<file path="config.mk">
export PLATFORM = sky130hd
export DESIGN_NAME = core_regfile
export DESIGN_NICKNAME = d
export VERILOG_FILES = /design/src/hw/core_types_pkg.sv /design/src/hw/core_regfile.sv
export VERILOG_INCLUDE_DIRS = /design/src /design/src/hw
export SDC_FILE = /design/constraint.sdc
export NUM_CORES = 1
export LEC_CHECK = 0
export ABC_CLOCK_PERIOD_IN_PS = 2350
export BUFFER_PORTS_ARGS = -buffer_cell sky130_fd_sc_hd__buf_2
export CAP_MARGIN = 10
export CORE_UTILIZATION = 25
export CTS_BUF_LIST = sky130_fd_sc_hd__clkbuf_16
export DETAILED_ROUTE_END_ITERATION = 10
export SYNTH_ARGS = -nofsm -noshare
export SYNTH_HDL_FRONTEND = slang
export SYNTH_SLANG_ARGS = --single-unit
</file>
<file path="constraint.sdc">
create_clock -name clk -period 2.35 [get_ports clk]
set_input_delay 0.47 -clock clk [delete_from_list [all_inputs] [get_ports clk]]
set_output_delay 0.47 -clock clk [all_outputs]
set_load 0.02 [all_outputs]
</file>
<file path="src/hw/core_macros.svh">
// core-wide sizes and reset values, included by the type package and the memory units
`ifndef CORE_MACROS_SVH
`define CORE_MACROS_SVH

// data path width in bits
`define XLEN_W 32

// rv32e register count
`define REG_CNT 16

// instruction memory depth in words, sized per program
`define IMEM_DEPTH 64

// data memory depth in words
`define DMEM_DEPTH 64

// first fetch address after reset
`define RESET_PC 32'h0000_0000

`endif

</file>
<file path="src/hw/core_types_pkg.sv">
// datapath vector types plus the program load and retire records shared across the core
`default_nettype none
`include "core_macros.svh"

package core_types_pkg;

    // data or pc word
    typedef logic [`XLEN_W-1:0] word_t;
    // 4-bit register index for rv32e
    typedef logic [$clog2(`REG_CNT)-1:0] reg_addr_t;
    typedef logic [11:0] csr_addr_t;
    // word index into instruction memory
    typedef logic [$clog2(`IMEM_DEPTH)-1:0] imem_addr_t;

    // program load strobe, honoured only with run low
    typedef struct packed {
        logic       we;
        imem_addr_t addr;
        word_t      data;
    } imem_load_t;

    // one record per retired instruction
    typedef struct packed {
        logic      valid;
        word_t     pc;
        logic      rd_we;
        reg_addr_t rd;
        word_t     rd_val;
    } retire_t;

endpackage

`default_nettype wire

</file>
<file path="src/hw/core_regfile.sv">
// sixteen-entry register file with two combinational reads and one clocked write
`timescale 1ns/1ps
`default_nettype none
`include "core_macros.svh"

module core_regfile (
    input  logic                      clk,
    input  logic                      arst_n,
    input  logic                      run,
    input  logic                      wen,
    input  core_types_pkg::reg_addr_t waddr,
    input  core_types_pkg::reg_addr_t raddr1,
    input  core_types_pkg::reg_addr_t raddr2,
    input  core_types_pkg::word_t     wdata,
    output core_types_pkg::word_t     rdata1,
    output core_types_pkg::word_t     rdata2
);
    import core_types_pkg::*;

    word_t regs [`REG_CNT];

    always_ff @(posedge clk or negedge arst_n) begin
        if (!arst_n) begin
            for (int i = 0; i < `REG_CNT; i++) begin
                regs[i] <= '0;
            end
        end else if (run && wen && waddr != '0) begin
            // x0 writes dropped here
            regs[waddr] <= wdata;
        end
    end

    // x0 always reads zero
    assign rdata1 = (raddr1 == '0) ? '0 : regs[raddr1];
    assign rdata2 = (raddr2 == '0) ? '0 : regs[raddr2];

endmodule

`default_nettype wire

</file>
After elaboration in Yosys (flattened, before gate mapping):

Cells that the tools add are included.

* flip-flop bits (word level): 512
* input port bits: 48
* output and inout bits: 64
* word-level logic and storage cells: 40

* order comparisons: 4
* multiplexer cells: 11
* bitwise operators: 3
* reduce and logical (&&, ||, !) cells: 6

Operator list (number)
* 512-bit bitwise mux: 1
* 32-bit binary-select mux with 4-bit select: 2
* 32-bit 2-to-1 mux: 7
* 32-bit demux with 4-bit select: 1
* 5-bit greater-or-equal comparator, second input constant: 3
* 4-bit inverter with 5-bit output: 3
* 4-bit logical NOT: 2
* 5-bit by 1-bit < comparator with 1-bit output, second input constant: 1
* 4-bit nonzero test: 1
* 1-bit logical AND: 3

Depth between registers and ports, before layout:

* depth in word-level cells: 6
* mapped depth: 8
* mapped depth without buffers: 4

Worst setup path before layout:

Ideal clock, no wire load.

* path type: input to output
* start point: input port raddr2[1]
* end point: output port rdata2[31]
* arrival: 1.913 ns
* required time: 1.880 ns
* slack: -0.033 ns
* cell stages on the path: 5
* path buffers: 3
* path through: clkbuf_1 buf_2 buf_2 mux4_2 mux2i_1

* cells in the longest elaborated chain, start to end: 5
* elaborated cells between the ends (all ways): 6
* those cells by class: 4 x mux; 1 x bitwise; 1 x reduce/logical

RTL lines
* start, declared: RTL line core_regfile.sv:13 `input core_types_pkg::reg_addr_t raddr2,`
* 4-bit inverter with 5-bit output (implied by the code): RTL line core_regfile.sv:35 `assign rdata2 = (raddr2 == '0) ? '0 : regs[raddr2];`
* 32-bit binary-select mux with 4-bit select: RTL line core_regfile.sv:35
* 32-bit 2-to-1 mux (implied by the code) (2 in series): RTL line core_regfile.sv:35
* 32-bit 2-to-1 mux (*): RTL line core_regfile.sv:35
* end, declared: RTL line core_regfile.sv:16 `output core_types_pkg::word_t rdata2`

Mark *: on every way between the ends. The rest lies on a longest branch, timed or not. The select of a mux whose other input is x is not followed.

Worst setup path in the final report:

* start point: register regs[30] (netlist bit)
* end point: output port rdata2[30]

* cells in the longest elaborated chain, start to end: 4

RTL lines
* start, declared: RTL line core_regfile.sv:20 `` word_t regs [`REG_CNT]; ``
* start signal, assigned by index: RTL line core_regfile.sv:29 `regs[waddr] <= wdata;`
* 32-bit binary-select mux with 4-bit select: RTL line core_regfile.sv:35
* 32-bit 2-to-1 mux (implied by the code) (2 in series): RTL line core_regfile.sv:35
* 32-bit 2-to-1 mux: RTL line core_regfile.sv:35

Every way passes these cells. The select of a mux whose other input is x is not followed.

==> key figures <==
STA
  • Final Max Slew Viols: 0
  • RSZ-0062 raised after global routing: yes
  • Final setup violation count: 64
  • FMAX: 390 MHz
  • Fin Setup TNS: -7.01 ns
  • Worst Max-Slew Pin Slew: roughly 0.63 ns
  • Crit path time final: ~2.6 ns
  • Layout Skew: 0 ns
  • Period utilization: 109%
  • Slew HR: 58.0%
  • Fin worst setup slack: -0.214 ns
  • Final Hold Viols: 0

Run
  • Max_cap viols: 0

Drt
  • Vias per std cell: 5.05
  • Pre-antenna DRT Iters: 7
  • Via Count: about 18000
  • DR iter-0 viols: 1362
  • Wire per inst: 23.5 um
  • ANT nets after route: 0
  • Final wirelength: 82.2 mm
  • Drt drc: 0

Layout
  • Area Growth Syn to Fin: 29.4%
  • Layout cells sized above 1: 56.3%
  • Post-route cell area: ~33000 um^2
  • Biggest register: regs
  • Max FFs per register: 480
  • Post-Layout Cell Count: about 3500
  • Layout net count: 2139
  • Largest regs: regs: 480 flops

Placement
  • Buffers on Ports: 111
  • Cell Area, Placed: 29600 um^2
  • Pre-CTS setup slack: -0.700 ns
  • Post-Place Cells: 3317
  • Gp weighted congestion: 0.798
  • Detail Placement HPWL: 53.5 mm

Power and ir drop
  • P per Cell Area: 788 nW/um^2
  • Psw: approximately 0.0077 W
  • Clk pwr share: about 32%
  • Pint: 0.0187 W
  • Worst vdd ir: 0.649 mV
  • Sequential fraction of design power: 42.2%
  • Post-layout total power: 0.0264 W
  • LEAKAGE: 14.8 nW
  • Combinational power share: 25.7%
  • Sw frac: 29.2%

Setup path
  • Worst path arrival time: 2.09 ns
  • FF-to-FF End: regs[434]
  • Reg-to-reg slack, setup: 1.31 ns
  • Crit path cell chain: mux4_2 -> mux2_4 -> nand2_4 -> o31ai_4 -> buf_6
  • CP required: 1.88 ns
  • Crit path max-delay cell type: mux4_2
  • CP Class: flip-flop to output port
  • Buf/Inv on CP: 1
  • Crit. path cell count: 5
  • Worst Reg-to-Reg Cells: 3
  • Largest delay share family, worst path: multiplexers
  • Reg2Reg Launch Point: regs[434]
  • Critical path's largest stage delay: between 0.4 and 0.5 ns
  • Launch point of the worst path: regs[30]
  • Startpoint Class: flip-flop
  • CP Max Fanout: 3
  • Crit end category: output port
  • Crit path capture: rdata2[30]

Synth
  • Count of unique library cells instantiated by Yosys: 32
  • Yosys warns: 0
  • Syn Nets: 1862
  • Main synth FF type: dfrtp_1
  • Syn Area/Cell: 14.2 um^2
  • Synthesized flop and latch total: 480
  • FFs w/ async S/R, synth: 100%
  • Synthesized area: 25800 um^2
  • Post-synthesis instance total: ~1800
  • Post-synthesis sequential area ratio: 46.5%
  • Post-synth EDFFs: 0

Clock network
  • Clock latency on the worst-skew pair: around 0.61 ns
  • TritonCTS Buffers: 56
  • H-tree Lvls: 2
  • Clk root buf: clkbuf_16
  • Worst-path clk slew: about 0.06 ns
  • Clk sinks: 480
  • CTS max path bufs: 3
  • CTS tree: done

Global route
  • First-pass GRT wire length: roughly 120 mm
  • Global route overflow: 0
  • Number of global-route vias before repair: about 19000
  • Pin count of the biggest net entering global routing: 79
  • Initial antenna violation count: 8
  • Total track usage: 15.7%

Floorplanning
  • Initial Util: about a quarter
  • FP Rows: 117
  • Die Width: 323 um
  • Io pins: 112
  • Core region area: 102000 um^2
  • Die Area: 105000 um^2
  • Die H: 323 um

Hold path
  • Hold/Removal Path Class: primary input to flip-flop

Status
  • Status: complete, but fails checks
  • Failing checks: setup timing
## what timing repair did
action | in CTS | in global routing
endpoints found under the setup margin | 64 | 64
cloned | 1 | 0
resized for setup | 314 | 51
hold buffers | 1 | 0
setup buffers | 77 | 16
pin swaps | 88 | 49
hold endpoints to repair | 38 | 0
## cell families (layout without fill, tap and decap cells)
kind of cell / Yosys count / after routing / synth area share (%)
flip-flops: 480 / 480 / 46.5
AND/OR/NAND/NOR: 97 / 97 / 1.70
buffers and inverters: 184 / 504 / 3.87
multiplexers: 836 / 836 / 42.1
AO/OA/AOI/OAI: 217 / 217 / 5.85
other: 0 / 3 / 0
## power groups by stage
stage | logic, W | registers (W) | clock network (W)
3_5_place_dp | 0.00562 | 0.0113 | 0
6_report | 0.00679 | 0.0111 | 0.00845
5_1_grt | 0.00724 | 0.0113 | 0.00902
3_3_place_gp | 0.00547 | 0.0111 | 0
2_1_floorplan | 0.00396 | 0.0108 | 0
4_1_cts | 0.00661 | 0.0111 | 0.00864
## worst min path at each step
stage | from | end | slack (ns) | depth (start not counted)
after detailed placement | arst_n | regs[39] | 0.43 | 1
after CTS | wdata[12] | regs[236] | 0.22 | 2
after global placement | arst_n | regs[39] | 0.43 | 1
after global routing | wdata[14] | regs[366] | 0.26 | 2
after floorplan | arst_n | regs[0] | 0.17 | 0
final | wdata[14] | regs[366] | 0.25 | 2
## worst register-to-register path: stages (launching register included)
cell     delay [ns]
dfrtp_1        0.40
buf_4          0.15
buf_4          0.13
mux2_4         0.25
## area by class of cell
type / count / area [um^2]
Fill cell: 10000 / 68700
Multi-Input combinational cell: 1150 / 13900
Sequential cell: 480 / 12000
Timing Repair Buffer: 403 / 4060
Tap cell: 1368 / 1710
Clock buffer: 57 / 1430
Clock inverter: 44 / 328
Antenna cell: 3 / 7.51
## cells in the mapped netlist, types with 2 or more instances
cell / number / area, um^2
a2111oi_0: 30 / 263
a21oi_1: 62 / 310
a221o_1: 31 / 310
a22oi_1: 31 / 233
buf_1: 3 / 11.3
buf_12: 6 / 120
buf_2: 86 / 430
buf_4: 2 / 15.0
buf_6: 13 / 146
clkbuf_1: 74 / 278
dfrtp_1: 480 / 12000
mux2_1: 92 / 1040
mux2_2: 362 / 4080
mux2_4: 60 / 901
mux2i_1: 191 / 1910
mux4_2: 131 / 2950
nand2_1: 8 / 30.0
nand2b_1: 4 / 25.0
nand4b_1: 2 / 17.5
nor2_1: 69 / 259
nor2b_1: 5 / 31.3
o22ai_1: 60 / 375
or3_1: 3 / 18.8
## routing by layer
layer,GRT usage (%),up-vias,wire [um]
li1,-,7529,-
met1,20.7,9506,35500
met2,26.5,508,40500
met3,2.70,140,4110
met4,4.24,8,2070
met5,0,-,52
## stage by stage
stage | utilization [%] | hold slack [ns]
finish | 32.7 | 0.250
global placement | 29.0 | 0.429
global route | 32.7 | 0.258
detailed placement | 29.0 | 0.432
floorplan | - | 0.174
CTS | 32.4 | 0.219
## cell usage in the layout, fill, tap and decap left out, types with 16 or more instances in the layout
cell type  instances
a2111oi_2         19
a21oi_2           55
a221o_1           31
a22oi_1           30
buf_12            64
buf_2             41
buf_4            224
buf_6             66
clkbuf_16         58
dfrtp_1          480
inv_1             16
mux2_1            92
mux2_2           341
mux2_4            81
mux2i_1          185
mux4_2           131
nor2_1            31
nor2_2            19
nor2_4            19
o22ai_1           42
o22ai_2           18
(Power assumes the default switching activity.)
