**src/hw/core_macros.svh**
```systemverilog
// core-wide sizes and reset values, included by the type package and the memory units
`ifndef CORE_MACROS_SVH
`define CORE_MACROS_SVH

// data path width in bits
`define XLEN_W 32

// rv32e register count
`define REG_CNT 16

// instruction memory depth in words, sized per program
`define IMEM_DEPTH 64

// data memory depth in words
`define DMEM_DEPTH 64

// first fetch address after reset
`define RESET_PC 32'h0000_0000

`endif

```
**src/hw/core_types_pkg.sv**
```systemverilog
// datapath vector types plus the program load and retire records shared across the core
`default_nettype none
`include "core_macros.svh"

package core_types_pkg;

    // data or pc word
    typedef logic [`XLEN_W-1:0] word_t;
    // 4-bit register index for rv32e
    typedef logic [$clog2(`REG_CNT)-1:0] reg_addr_t;
    typedef logic [11:0] csr_addr_t;
    // word index into instruction memory
    typedef logic [$clog2(`IMEM_DEPTH)-1:0] imem_addr_t;

    // program load strobe, honoured only with run low
    typedef struct packed {
        logic       we;
        imem_addr_t addr;
        word_t      data;
    } imem_load_t;

    // one record per retired instruction
    typedef struct packed {
        logic      valid;
        word_t     pc;
        logic      rd_we;
        reg_addr_t rd;
        word_t     rd_val;
    } retire_t;

endpackage

`default_nettype wire

```
**src/hw/core_ifu.sv**
```systemverilog
// fetch unit holding the pc register and the instruction memory with its load port
`timescale 1ns/1ps
`default_nettype none
`include "core_macros.svh"

module core_ifu (
    input  logic                       clk,
    input  logic                       arst_n,
    input  logic                       run,
    input  core_types_pkg::imem_load_t imem_load,
    input  core_types_pkg::word_t      next_pc,
    output core_types_pkg::word_t      pc,
    output core_types_pkg::word_t      inst
);
    import core_types_pkg::*;

    word_t      imem [`IMEM_DEPTH];
    imem_addr_t pc_idx;

    // word index, low two pc bits dropped
    assign pc_idx = pc[$bits(imem_addr_t)+1:2];
    assign inst   = imem[pc_idx];

    // pc only moves in run mode
    always_ff @(posedge clk or negedge arst_n) begin
        if (!arst_n) begin
            pc <= `RESET_PC;
        end else if (run) begin
            pc <= next_pc;
        end
    end

    // program load while halted
    always_ff @(posedge clk) begin
        if (!run && imem_load.we) begin
            imem[imem_load.addr] <= imem_load.data;
        end
    end

endmodule

`default_nettype wire

```
**config.mk**
```make
export PLATFORM = sky130hd
export DESIGN_NAME = core_ifu
export DESIGN_NICKNAME = d
export VERILOG_FILES = /design/src/hw/core_types_pkg.sv /design/src/hw/core_ifu.sv
export VERILOG_INCLUDE_DIRS = /design/src /design/src/hw
export SDC_FILE = /design/constraint.sdc
export NUM_CORES = 2
export LEC_CHECK = 0
export BUFFER_PORTS_ARGS = -buffer_cell sky130_fd_sc_hd__buf_2
export CORE_ASPECT_RATIO = 1.25
export CORE_UTILIZATION = 40
export CTS_CLUSTER_DIAMETER = 200
export DETAILED_ROUTE_END_ITERATION = 6
export GPL_TIMING_DRIVEN = 0
export SYNTH_ARGS = -nofsm -noshare
export SYNTH_HDL_FRONTEND = slang
export SYNTH_SLANG_ARGS = --single-unit
export TNS_END_PERCENT = 10
```
**constraint.sdc**
```tcl
create_clock -name clk -period 3.07 [get_ports clk]
set_clock_uncertainty 0.2 [all_clocks]
set_input_delay 0.614 -clock clk [delete_from_list [all_inputs] [get_ports clk]]
set_output_delay 0.614 -clock clk [all_outputs]
set_load 0.02 [all_outputs]
```
After elaboration in Yosys (flattened, before gate mapping)
Memory sizes are Yosys's and may differ from the RTL's.
Cells that the tools add are included.
Widths: inputs -> output; s select.
{"block": "word_totals", "inputBits": 74, "reg_bits": 32, "output_inout_bits": 64, "n_memories": 1, "word_cells": 6, "ram_bits": 2048}
{"memory": "imem", "depth": 64, "width": 32, "read_ports": 1, "rd_ports_with_merged_regs": 0, "wr": 1, "line_no": "core_ifu.sv:17", "rtl": "word_t imem [`IMEM_DEPTH];"}
{"block": "classes", "muxes": 2, "reduce_logical": 2}
{"op": "$mux 1", "count": 2}
{"op": "$logic_and 1x1->1", "count": 1}
{"op": "$logic_not 1->1", "count": 1}

Longest topological paths before layout
{"block": "depth", "depth_word": 4, "ltp_mapped": 10, "ltp_nobuf": 5}

Worst setup path before layout
OpenSTA, ideal clock, no wires.
{"block": "synth_timing", "kind": "input port to flip-flop", "from": "input port imem_load[37] in the netlist's numbering", "to": "memory imem[39][0] in the netlist's numbering (enable)", "setup_slack_ns": -0.364, "required_ns": 2.449, "arrival_ns": 2.813, "setup_time_ns": 0.421, "n_path_buf": 2, "stages": 4, "cell_sequence": "clkbuf_1 -> or3b_2 -> clkbuf_1 -> nor2_1"}
{"item": "start, declared", "line_no": "core_ifu.sv:10", "rtl": "input core_types_pkg::imem_load_t imem_load,"}
{"item": "end, declared", "line_no": "core_ifu.sv:17"}
No word-level cell before the write port.

Final worst setup path
{"block": "layout_timing", "from": "register pc[2]", "to": "output port inst[9]"}
{"block": "layout_via", "elab_chain_cells": 1}
{"item": "start, declared", "line_no": "core_ifu.sv:12", "rtl": "output core_types_pkg::word_t pc,"}
{"item": "start signal, assigned", "line_no": "core_ifu.sv:27", "rtl": "pc <= `RESET_PC;"}
{"item": "start signal, assigned", "line_no": "core_ifu.sv:29", "rtl": "pc <= next_pc;"}
{"item": "$mem_v2 64x32"}
{"item": "end, declared", "line_no": "core_ifu.sv:13", "rtl": "output core_types_pkg::word_t inst"}
Every way passes these cells.

==> impl_summary.md <==
Global route
The initial antenna violation count is 21. The maximum number of pins on one net before global-route repair is 65. The global router's overall resource usage is 0.2422. The first-pass GRT wire length is ~330 mm. The number of global-route vias before repair is 39420. The overflow left after global routing is 0.

Power
Power spread over the standard cell area amounts to about 660 mW/mm². Internal power comes to just under 0.05 W. Summed over all nets, the switching power comes to 0.01530 W. The power share of the combinational group is 0.120. Of the total power, the share spent switching nets is 0.2408.

The part of the total power dissipated in the clock network is 0.386. The worst supply voltage drop on vdd is 527.5 µV. For this design the static power due to leakage is 30.38 nW.

The share of power burned in registers is 0.494.

Timing
Final hold analysis gives a worst-case slack of 0.06080 ns. The final period utilization is 1.458. The number of max-slew violations in the final report was 0. For this run, the top clock speed supported by timing is 223.4 MHz. Setup violations remaining at the end of the flow were counted as 32. The worst pin sits at a relative slew slack of 0.004731. Setup repair after global routing could not meet its margin everywhere. The worst setup margin is -1.407 ns. The setup TNS after final layout is -42.21 ns. The final hold violation count came to 0. The minimum period implied by the final worst setup slack is 4.477 ns.

The slew of the pin with the lowest slew margin is around 1.5 ns.

Detailed routing
The via count is 40260. The total DRC errors in the routed layout is 1. The first-pass iteration count of the detailed router is 7. The total detailed-routing wirelength is ~240 mm. The via-per-instance ratio is 6.021. The routed wire length per instance is approximately 36 µm.

Once detail routing completed, the nets flagged for antenna violations numbered 0. The DRC marker count from the first detailed-route iteration is slightly below 6000.

Worst setup path
Of all nets on the critical path, the largest fanout is 7. The worst setup path is of the flip-flop to output pin kind. For the worst setup path, the data arrival time is 3.66 ns.

The data required time at the worst endpoint is 2.26 ns. STA classifies the critical path startpoint as a flip-flop. STA classifies the critical path endpoint as an output pin.

Placed design
The total instance count after detailed placement is slightly above 6000. Summed over all nets, the half-perimeter wirelength after detailed placement is around 160 mm. The worst-case setup slack after placement is -2.460 ns. During placement, the flow inserted port buffers numbering 133.

The congestion estimate from routability-driven global placement came to 0.8808.

Finish
The number of nets in the layout is 4017. Fill cells in the final layout number 15540. The growth of design area from synthesis to finish is 21.95%. Of the cells placed in the final design, the portion with a size suffix greater than 1 is 0.3976.

The final non-filler cell total is approximately 6700.

Clocking
The insertion delay of the later-clocked pin in the worst-skew pair is around 0.84 ns. In this run, CTS created clock tree buffers numbering 198. The TritonCTS clock tree is done. The maximum buffer depth of the clock tree is 3. The number of sinks on the clock net is 2080. The clock slew seen by the registers of the worst setup and hold paths is 0.06 ns. The H-tree generated during clock tree synthesis spans 4 levels. The root buffer selected by CTS is sky130_fd_sc_hd__clkbuf_16.

Synthesis
The number of nets in the synthesized netlist is 3453. The number of enable flip-flop cells after synthesis is roughly 2000. Summing every instance area after synthesis gives just under 0.08 mm². Ranked by total cell area, the synthesized netlist is headed by sky130_fd_sc_hd__edfxtp_1, sky130_fd_sc_hd__mux4_2, sky130_fd_sc_hd__mux2i_1, sky130_fd_sc_hd__dfrtp_1, sky130_fd_sc_hd__nor2_1.

After synthesis, the mean cell area works out to 23.44 µm². The largest total area in the synthesized netlist belongs to sky130_fd_sc_hd__edfxtp_1. In the synthesized netlist the dominant register cell turns out to be sky130_fd_sc_hd__edfxtp_1.

Synthesis produced a netlist whose cell count is 3379. The sequential fraction of the synthesis area is 0.7865. The proportion of netlist area held by the largest area contributor is 0.7764. The number of library cell types mapped by synthesis is 33. The synthesis warning total is 0. In the synthesized netlist the async set-or-reset flop fraction comes to 0.01538.

The number of synthesized register bits is 2080.

Floorplan
The x dimension of the die is 400.0 µm. The area of the die is 0.1998 mm². Measured along the y axis, the die boundary spans 499.5 µm.

The site row count is ~180. The standard cell core area is between 0.15 and 0.2 mm². The starting density of the core is 0.4026. The number of I/O pins is about 140.

Run status
The final reports fail on design-rule violations, negative setup slack. The flow ran to the end, but the final reports show violations.

Hold path
In this run the worst hold path is classified as primary input to flip-flop.

Job
Across the run, the number of max-cap violations was 0.
==> cell families after synthesis <==
logic type | after synthesis | share of synthesized area
AND/OR/NAND/NOR | 229 | 0.01278
AO/OA/AOI/OAI | 205 | 0.01701
buffers and inverters | 189 | 0.01309
flip-flops | 2080 | 0.7865
multiplexers | 676 | 0.1706
==> stage by stage <==
step                cell area, µm²  utilization  total power, W
global route                 96590       0.4909         0.06491
detailed placement           85330       0.4337         0.03796
floorplan                    79210            -         0.03512
global placement             83100       0.4224         0.03784
CTS                          94850       0.4821         0.06310
finish                       96600       0.4910         0.06355
==> flip-flops by register name, indices dropped and copies added, names as in the netlist <==
register and flops:
imem 2048, pc 32
==> cells in the final DEF, fill, tap and decap left out, drive strengths merged, types with 21 or more instances in the layout <==
| master | synthesis | final |
|---|---|---|
| edfxtp | 2048 | 2048 |
| mux4 | 536 | 536 |
| buf | 109 | 439 |
| clkbuf | 80 | 315 |
| nor2 | 142 | 142 |
| mux2i | 108 | 108 |
| clkinv | 0 | 84 |
| o22ai | 81 | 81 |
| a21oi | 62 | 62 |
| dlygate4sd3 | 0 | 35 |
| mux2 | 32 | 32 |
| dfrtp | 32 | 32 |
| nand2 | 32 | 32 |
| o221ai | 26 | 26 |
| bufinv | 0 | 21 |
==> critical path, cell delays in order, from the launching register on <==
cell                      delay, ns
sky130_fd_sc_hd__dfrtp_1       0.40
sky130_fd_sc_hd__buf_12        0.21
sky130_fd_sc_hd__buf_16        0.18
sky130_fd_sc_hd__buf_16        0.17
sky130_fd_sc_hd__mux4_2        0.54
sky130_fd_sc_hd__mux4_2        0.59
sky130_fd_sc_hd__o22ai_4       0.37
sky130_fd_sc_hd__nor2_4        0.11
sky130_fd_sc_hd__buf_2         0.18
==> routing by layer <==
metal  global-route usage  share of wire
met1               0.3115           0.37
met2               0.3961           0.49
met3              0.04904          0.094
met4               0.1097          0.049
met5                    0        0.00028
==> synthesized netlist by cell type, drive strengths merged (5+ instances only) <==
| cell | instances |
|---|---|
| nand2b | 6 |
| nand2 | 32 |
| a21oi | 62 |
| a22oi | 15 |
| clkbuf | 80 |
| o22ai | 81 |
| and3 | 5 |
| o32ai | 5 |
| nor2b | 15 |
| mux2i | 108 |
| nand3b | 5 |
| edfxtp | 2048 |
| nor3 | 5 |
| nor2 | 142 |
| o221ai | 26 |
| buf | 109 |
| mux4 | 536 |
| a41o | 5 |
| dfrtp | 32 |
| or3b | 6 |
| mux2 | 32 |
| a311oi | 10 |
==> layout make-up <==
type	instances	area, µm²	area share
repair buffers	372	4314	0.04466
multi-input cells	1110	17990	0.1862
clock inverters	123	1240	0.01284
clock buffers	239	5172	0.05355
plain buffers	181	2345	0.02427
diodes	5	12.51	0.0001295
flip-flops and latches	2080	62300	0.6450
well taps	2576	3223	0.03337
==> power by group through the flow <==
stage / Clock [W] / Combinational, W / Sequential [W]
after floorplan: 0 / 0.00309 / 0.0320
after global placement: 0 / 0.00584 / 0.0320
after detailed placement: 0 / 0.00595 / 0.0320
after CTS: 0.0247 / 0.00699 / 0.0314
after global routing: 0.0257 / 0.00779 / 0.0314
final: 0.0245 / 0.00762 / 0.0314
==> worst paths after layout <==
path,depth (start not counted),slack [ns],endpoint,startpoint
min reg2reg,1,0.30,pc[8]$_DFFE_PN0P_,pc[8]$_DFFE_PN0P_
min,1,0.06,imem[59][16]$_DFFE_PP_,imem_load[16]
max,8,-1.41,inst[9],pc[2]$_DFFE_PN0P_
min in group asynchronous,2,0.15,pc[22]$_DFFE_PN0P_,arst_n
max reg2reg,4,0.77,pc[5]$_DFFE_PN0P_,pc[5]$_DFFE_PN0P_
max in group asynchronous,2,2.02,pc[7]$_DFFE_PN0P_,arst_n
==> timing repair <==
item,4_1_cts,5_1_grt
gates resized for setup,626,153
cloned,4,4
pin swaps,23,47
buffers inserted,25,86
endpoints found under the setup margin,182,398
hold endpoints to repair,64,0
hold buffers,35,0
Power figures use the tool's default switching activity.
