===== config.mk =====
export PLATFORM = sky130hd
export DESIGN_NAME = core_csr
export DESIGN_NICKNAME = d
export VERILOG_FILES = /design/src/hw/core_types_pkg.sv /design/src/hw/core_ctrl_pkg.sv /design/src/hw/core_csr.sv
export VERILOG_INCLUDE_DIRS = /design/src /design/src/hw
export SDC_FILE = /design/constraint.sdc
export NUM_CORES = 1
export LEC_CHECK = 0
export BUFFER_PORTS_ARGS = -buffer_cell sky130_fd_sc_hd__buf_4
export CAP_MARGIN = 20
export CORE_AREA = 2 2 155 157
export CTS_CLUSTER_DIAMETER = 30
export DETAILED_ROUTE_END_ITERATION = 10
export DIE_AREA = 0 0 157 159
export PLACE_DENSITY_LB_ADDON = 0.25
export SLEW_MARGIN = 5
export SYNTH_ARGS = -nofsm -noshare
export SYNTH_HDL_FRONTEND = slang
export SYNTH_SLANG_ARGS = --single-unit

===== constraint.sdc =====
create_clock -name clk -period 2.2 [get_ports clk]
set_input_delay 0.33 -clock clk [delete_from_list [all_inputs] [get_ports clk]]
set_output_delay 0.33 -clock clk [all_outputs]
set_load 0.005 [all_outputs]

===== src/hw/core_macros.svh =====
// core-wide sizes and reset values, included by the type package and the memory units
`ifndef CORE_MACROS_SVH
`define CORE_MACROS_SVH

// data path width in bits
`define XLEN_W 32

// rv32e register count
`define REG_CNT 16

// instruction memory depth in words, sized per program
`define IMEM_DEPTH 64

// data memory depth in words
`define DMEM_DEPTH 64

// first fetch address after reset
`define RESET_PC 32'h0000_0000

`endif


===== src/hw/core_types_pkg.sv =====
// datapath vector types plus the program load and retire records shared across the core
`default_nettype none
`include "core_macros.svh"

package core_types_pkg;

    // data or pc word
    typedef logic [`XLEN_W-1:0] word_t;
    // 4-bit register index for rv32e
    typedef logic [$clog2(`REG_CNT)-1:0] reg_addr_t;
    typedef logic [11:0] csr_addr_t;
    // word index into instruction memory
    typedef logic [$clog2(`IMEM_DEPTH)-1:0] imem_addr_t;

    // program load strobe, honoured only with run low
    typedef struct packed {
        logic       we;
        imem_addr_t addr;
        word_t      data;
    } imem_load_t;

    // one record per retired instruction
    typedef struct packed {
        logic      valid;
        word_t     pc;
        logic      rd_we;
        reg_addr_t rd;
        word_t     rd_val;
    } retire_t;

endpackage

`default_nettype wire


===== src/hw/core_ctrl_pkg.sv =====
// decoded control word and its select enums, produced by the decoder and read by the units
`default_nettype none

package core_ctrl_pkg;

    typedef enum logic [3:0] {
        alu_add, alu_sub, alu_and, alu_or, alu_xor, alu_sll,
        alu_srl, alu_sra, alu_slt, alu_sltu, alu_pass_b
    } alu_op_e;

    typedef enum logic [1:0] {opa_reg, opa_pc, opa_zero} opa_sel_e;
    typedef enum logic {opb_reg, opb_imm} opb_sel_e;

    // next pc source
    typedef enum logic [2:0] {
        pc_plus4, pc_branch, pc_jal, pc_jalr, pc_trap, pc_mret
    } pc_sel_e;

    typedef enum logic [2:0] {br_eq, br_ne, br_lt, br_ge, br_ltu, br_geu} br_cond_e;

    // write-back source
    typedef enum logic [1:0] {wb_alu, wb_load, wb_pc4, wb_csr} wb_sel_e;

    typedef struct packed {
        logic                      reg_we;
        core_types_pkg::reg_addr_t rs1;
        core_types_pkg::reg_addr_t rs2;
        core_types_pkg::reg_addr_t rd;
        alu_op_e                   alu_op;
        opa_sel_e                  opa_sel;
        opb_sel_e                  opb_sel;
        pc_sel_e                   pc_sel;
        br_cond_e                  br_cond;
        logic                      mem_rd;
        logic                      mem_wr;
        wb_sel_e                   wb_sel;
        // csrrw writes, csrrs sets bits
        logic                      csr_we;
        logic                      csr_set;
        core_types_pkg::csr_addr_t csr_addr;
        logic                      ecall;
        logic                      mret;
    } ctrl_t;

endpackage

`default_nettype wire


===== src/hw/core_csr.sv =====
// machine csr file with csrrw and csrrs access plus ecall trap entry
`timescale 1ns/1ps
`default_nettype none

module core_csr (
    input  logic                  clk,
    input  logic                  arst_n,
    input  logic                  run,
    input  core_ctrl_pkg::ctrl_t  ctrl,
    input  core_types_pkg::word_t pc,
    input  core_types_pkg::word_t csr_wdata,
    output core_types_pkg::word_t csr_rdata,
    output core_types_pkg::word_t trap_vec,
    output core_types_pkg::word_t epc
);
    import core_types_pkg::*;

    localparam csr_addr_t addr_mtvec    = 12'h305;
    localparam csr_addr_t addr_mscratch = 12'h340;
    localparam csr_addr_t addr_mepc     = 12'h341;
    localparam csr_addr_t addr_mcause   = 12'h342;

    word_t mscratch;
    word_t mtvec;
    word_t mepc;
    word_t mcause;
    word_t new_val;
    logic  csr_wr;

    // old value, returned to rd
    always_comb begin
        case (ctrl.csr_addr)
            addr_mtvec:    csr_rdata = mtvec;
            addr_mscratch: csr_rdata = mscratch;
            addr_mepc:     csr_rdata = mepc;
            addr_mcause:   csr_rdata = mcause;
            default:       csr_rdata = '0;
        endcase
    end

    assign csr_wr  = run && (ctrl.csr_we || ctrl.csr_set);
    // csrrs with rs1 zero leaves value as is
    assign new_val = ctrl.csr_set ? (csr_rdata | csr_wdata) : csr_wdata;

    always_ff @(posedge clk or negedge arst_n) begin
        if (!arst_n) begin
            mscratch <= '0;
            mtvec    <= '0;
            mepc     <= '0;
            mcause   <= '0;
        end else begin
            if (csr_wr) begin
                case (ctrl.csr_addr)
                    addr_mtvec:    mtvec    <= new_val;
                    addr_mscratch: mscratch <= new_val;
                    addr_mepc:     mepc     <= new_val;
                    addr_mcause:   mcause   <= new_val;
                    default: ;
                endcase
            end
            // ecall from m-mode, cause 11
            if (run && ctrl.ecall) begin
                mepc   <= pc;
                mcause <= 32'd11;
            end
        end
    end

    assign trap_vec = mtvec;
    assign epc      = mepc;

endmodule

`default_nettype wire


* Yosys cells after proc, flatten, opt, wreduce, memory -nomap -nowiden
Index checks and enable logic that the tools add are counted.
** Cells by class
- Multiplexer cells :: 8
- Reductions and logical operators :: 10
- Bitwise operators :: 1
- Equality and inequality tests :: 4
** Operators with widths (number)
- $mux 32 :: 7
- $pmux 32 s4 :: 1
- $eq 12x10->1 const B :: 4
- $or 32x32->32 :: 1
- $reduce_and 2->1 :: 4
- $reduce_bool 2->1 :: 3
- $logic_and 1x1->1 :: 2
- $logic_or 1x1->1 :: 1
** Word-level totals
- Bits of input ports :: 113
- Flip-flop bits (word level) :: 128

* Longest topological paths before layout
- Word-level depth :: 7
- Gate-level depth with buffers :: 7

* Worst setup path before layout
OpenSTA, ideal clock, no wires.
- Path kind :: input to register
- Start :: input ctrl[7] (netlist bit)
- End :: register mepc[10] (netlist: epc[10])
- Setup slack :: 90 ps
- Data required time :: 2077 ps
- Arrival time :: 1987 ps
- Buffers on the path :: 3
- Stages :: 7
- Cells stage by stage :: or4b_1 > buf_4 > or4_1 > buf_4 > buf_6 > nor3_2 > o21ai_1
** Between the ends
- Word-level cells in the longest chain between the ends :: 7
** RTL lines
- start: declaration :: line core_csr.sv:9 : input core_ctrl_pkg::ctrl_t ctrl,
- $eq 12x10->1 (on tied branches) :: line core_csr.sv:32, core_csr.sv:53
- $pmux 32 s4 :: line core_csr.sv:32 : case (ctrl.csr_addr)
- $or 32x32->32 :: line core_csr.sv:43 : assign new_val = ctrl.csr_set ? (csr_rdata | csr_wdata) : csr_wdata;
- $mux 32 :: line core_csr.sv:43
- $mux 32 :: line core_csr.sv:53 : case (ctrl.csr_addr)
- $mux 32 :: line core_csr.sv:52 : if (csr_wr) begin
- $mux 32 :: line core_csr.sv:62 : if (run && ctrl.ecall) begin
- end signal: assignment :: line core_csr.sv:56 : addr_mepc: mepc <= new_val;
- end signal: assignment :: line core_csr.sv:63 : mepc <= pc;
- end: declaration :: line core_csr.sv:25 : word_t mepc;
Parallel ways exist; a longest one is shown, timed or not. The select of a mux whose other input is x is not followed.
A chain may end at the register's enable or synchronous reset.

* Worst setup path after layout
- Start :: input ctrl[7] (netlist bit)
- End :: output csr_rdata[14]
** Between the ends
- Word-level cells in the longest chain between the ends :: 2
** RTL lines
- $eq 12x10->1 :: line core_csr.sv:32
- $pmux 32 s4 * :: line core_csr.sv:32
- end: declaration :: line core_csr.sv:12 : output core_types_pkg::word_t csr_rdata,
Every way passes the cells marked *; elsewhere a longest branch is shown, timed or not.

==> flow_metrics.env <==
export IMPL_utilization_pct=41.48
export IMPL_grt_pass1_vias=6574
export IMPL_syn_inst=776
export IMPL_cp_start_kind="input pin"
export IMPL_slew_headroom_pct=41.49
export IMPL_antenna_found_initial=0
export IMPL_swShare_pct=25.21
export IMPL_yosys_cell_count_top_type="a21oi_1"
export IMPL_clkPwrFrac_pct=48.0
export IMPL_period_share_pct=99.27
export IMPL_final_hold_violation_count=0
export IMPL_clock_latency_ps=420
export IMPL_combinationalPowerShare_pct=11.2
export IMPL_clock_skew_final_ps=9.011
export IMPL_cts_max_level=4
export IMPL_synthDistinctLibCells=37
export IMPL_io_pins=209
export IMPL_ir_drop_uv=372.6
export IMPL_clock_root_buffer="clkbuf_16"
export IMPL_via_count=6570
export IMPL_fmaxAchievable_mhz=457.9
export IMPL_synth_top_cells_by_area="dfrtp_1 47%, a21oi_1 11%, nand3b_1 5.9%, nor2_1 5.2%, mux2_2 4.4%"
export IMPL_grt_pass1_wl_um=37790
export IMPL_fin_nets=1076
export IMPL_dp_worst_setup_slack_ps=-269.7
export IMPL_synth_seq_area_share_pct=46.57
export IMPL_ys_seq_elements=128
export IMPL_hold_class="in2reg"
export IMPL_cts_setup_buffers=0
export IMPL_antenna_left=0
export IMPL_cts_clk_slew_worst_paths_ps=60
export IMPL_critPathArrivalTime_ps=1850
export IMPL_cts_tree="done"
export IMPL_syn_avg_cell_area_um2=8.863
export IMPL_start_util_pct=29.66
export IMPL_powerDensity_nw_per_um2=637.3
export IMPL_setup_violations=0
export IMPL_clkSinkCount=128
export IMPL_crit_path_end_kind="output pin"
export IMPL_grt_max_degree=58
export IMPL_finalMaxSlewViolations=0
export IMPL_firstDrtPassIters=4
export IMPL_yosys_top_cells_count="152 x a21oi_1, 128 x dfrtp_1, 96 x nor2_1"
export IMPL_worst_slack_ps=16.12
export IMPL_post_drt_wl_per_cell_um=18.83
export IMPL_synth_top_area_share_pct=46.57
export IMPL_viasPerCell=5.073
export IMPL_dieWidth_um=157
export IMPL_antenna_cells=0
export IMPL_p_switching_w=0.001546
export IMPL_setup_worst_path_class="in2out"
export IMPL_async_flop_share_pct=100.0
export IMPL_rsz0062_at_grt="yes"
export IMPL_status="finished clean"
export IMPL_cpMostUsedCell="buf_4"
export IMPL_core_area_um2=23190
export IMPL_grtUsageTotal_pct=19.61
export IMPL_tightest_slew_ps=870.2
export IMPL_synth_edf_count=0
export IMPL_drc_errors=0
export IMPL_p_leak_nw=4.217
export IMPL_die_height_um=159
export IMPL_netlist_area_um2=6878
export IMPL_pwr_share_seq_pct=40.9
export IMPL_fin_hold_ws_ps=109.0
export IMPL_cts_made_buffers=17
export IMPL_syn_nets=889
export IMPL_yosys_area_top_type="dfrtp_1"
export IMPL_yosys_warnings=0
export IMPL_cp_max_fo=13
export IMPL_slowest_delay_ps=590
export IMPL_fin_tns_setup_ps=0
export IMPL_period_needed_ps=2184
export IMPL_drt_initial_drc_count=362
export IMPL_drive_gt1_share_pct=34.63
export IMPL_dieArea_um2=24960
export IMPL_worst_path_max_delay_cell="or4b_4"
export IMPL_path_cells="buf_4 > or4b_4 > bufbuf_16 > a21o_1 > a21oi_1 > buf_4"
export IMPL_p_int_w=0.004584
export IMPL_io_buffers=177
export IMPL_synth_ff_type="dfrtp_1"
export IMPL_placementRows=56
export IMPL_syn2layout_area_growth_pct=39.86
export IMPL_grt_ovfl_total=0
export IMPL_gp_congestion=0.7380
export IMPL_cts_buffer_depth=2
export IMPL_cp_required_ps=1870
export IMPL_wirelength_um=24380
export IMPL_max_cap_violations=0
export IMPL_dp_final_hpwl_um=15840
==> cells in the final DEF (no fill, tap or decap), types with 28 or more instances in the layout <==
cell | Yosys | final
o21ai_1 | 30 | 30
buf_4 | 2 | 219
nor2_1 | 96 | 96
nand3_1 | 29 | 28
o21ai_0 | 57 | 57
nand3b_1 | 54 | 54
a21oi_1 | 152 | 143
dfrtp_1 | 128 | 128
nand2_1 | 32 | 30
==> through the flow <==
step / instances / total power (W) / area, um2
floorplan: 776 / 0.002785 / 6878
global placement: 1261 / 0.003223 / 8901
finish: 1295 / 0.006130 / 9619
CTS: 1295 / 0.006197 / 9565
global route: 1295 / 0.006355 / 9619
detailed placement: 1261 / 0.003229 / 8901
==> sequential cells by signal (all words and copies together) (netlist names) <==
signal	cells
epc	32
mcause	32
mscratch	32
trap_vec	32
==> path summary, 6_finish.rpt <==
path / startpoint / cells after the start / end / slack (ps)
worst max register to register: epc[25] / 5 / mscratch[25] / 680
worst min register to register: mscratch[24] / 2 / mscratch[24] / 520
worst min-delay path: pc[12] / 3 / epc[12] / 110
max in group asynchronous: arst_n / 3 / mscratch[18] / 1090
worst max-delay path: ctrl[7] / 6 / csr_rdata[14] / 20
min in group asynchronous: arst_n / 2 / mcause[5] / 450
==> final cells by class <==
class	count	area, um2
Timing Repair Buffer	233	1918
Sequential cell	128	3203
Clock inverter	13	162.7
Inverter	2	7.507
Clock buffer	19	442.9
Tap cell	319	399.1
Multi-Input combinational cell	581	3486
Fill cell	2331	13570
==> worst max-delay path: cells and delay by family <==
family | cells | cell delay (ps)
AND/OR/NAND/NOR | 1 | 590
buffers and inverters | 3 | 580
AO/OA/AOI/OAI | 2 | 340
==> cell families after synthesis <==
logic type | Yosys count | synth area share (%)
AO/OA/AOI/OAI | 288 | 22.78
AND/OR/NAND/NOR | 261 | 21.34
flip-flops | 128 | 46.57
buffers and inverters | 67 | 4.166
multiplexers | 32 | 5.148
==> power groups by stage <==
stage	registers, W	logic [W]	clock network [W]
detailed placement	0.00255	0.000680	0
global route	0.00252	0.000750	0.00309
global placement	0.00255	0.000676	0
finish	0.00251	0.000684	0.00294
floorplan	0.00254	0.000246	0
CTS	0.00251	0.000691	0.00300
==> repair_timing <==
item,in CTS,in global routing
hold buffers,1,0
resized for setup,4,14
gates cloned,1,0
endpoints found under the setup margin,32,14
hold endpoints to repair,54,0
==> layer usage <==
metal | global-route usage [%] | part of all wire [%] | vias up
met5 | 0 | 0 | -
met1 | 25.29 | 44 | 3223
li1 | - | - | 3154
met2 | 33.87 | 50 | 177
met3 | 3.021 | 4.5 | 16
met4 | 5.588 | 1.4 | 0
Power figures use the tool's default switching activity.
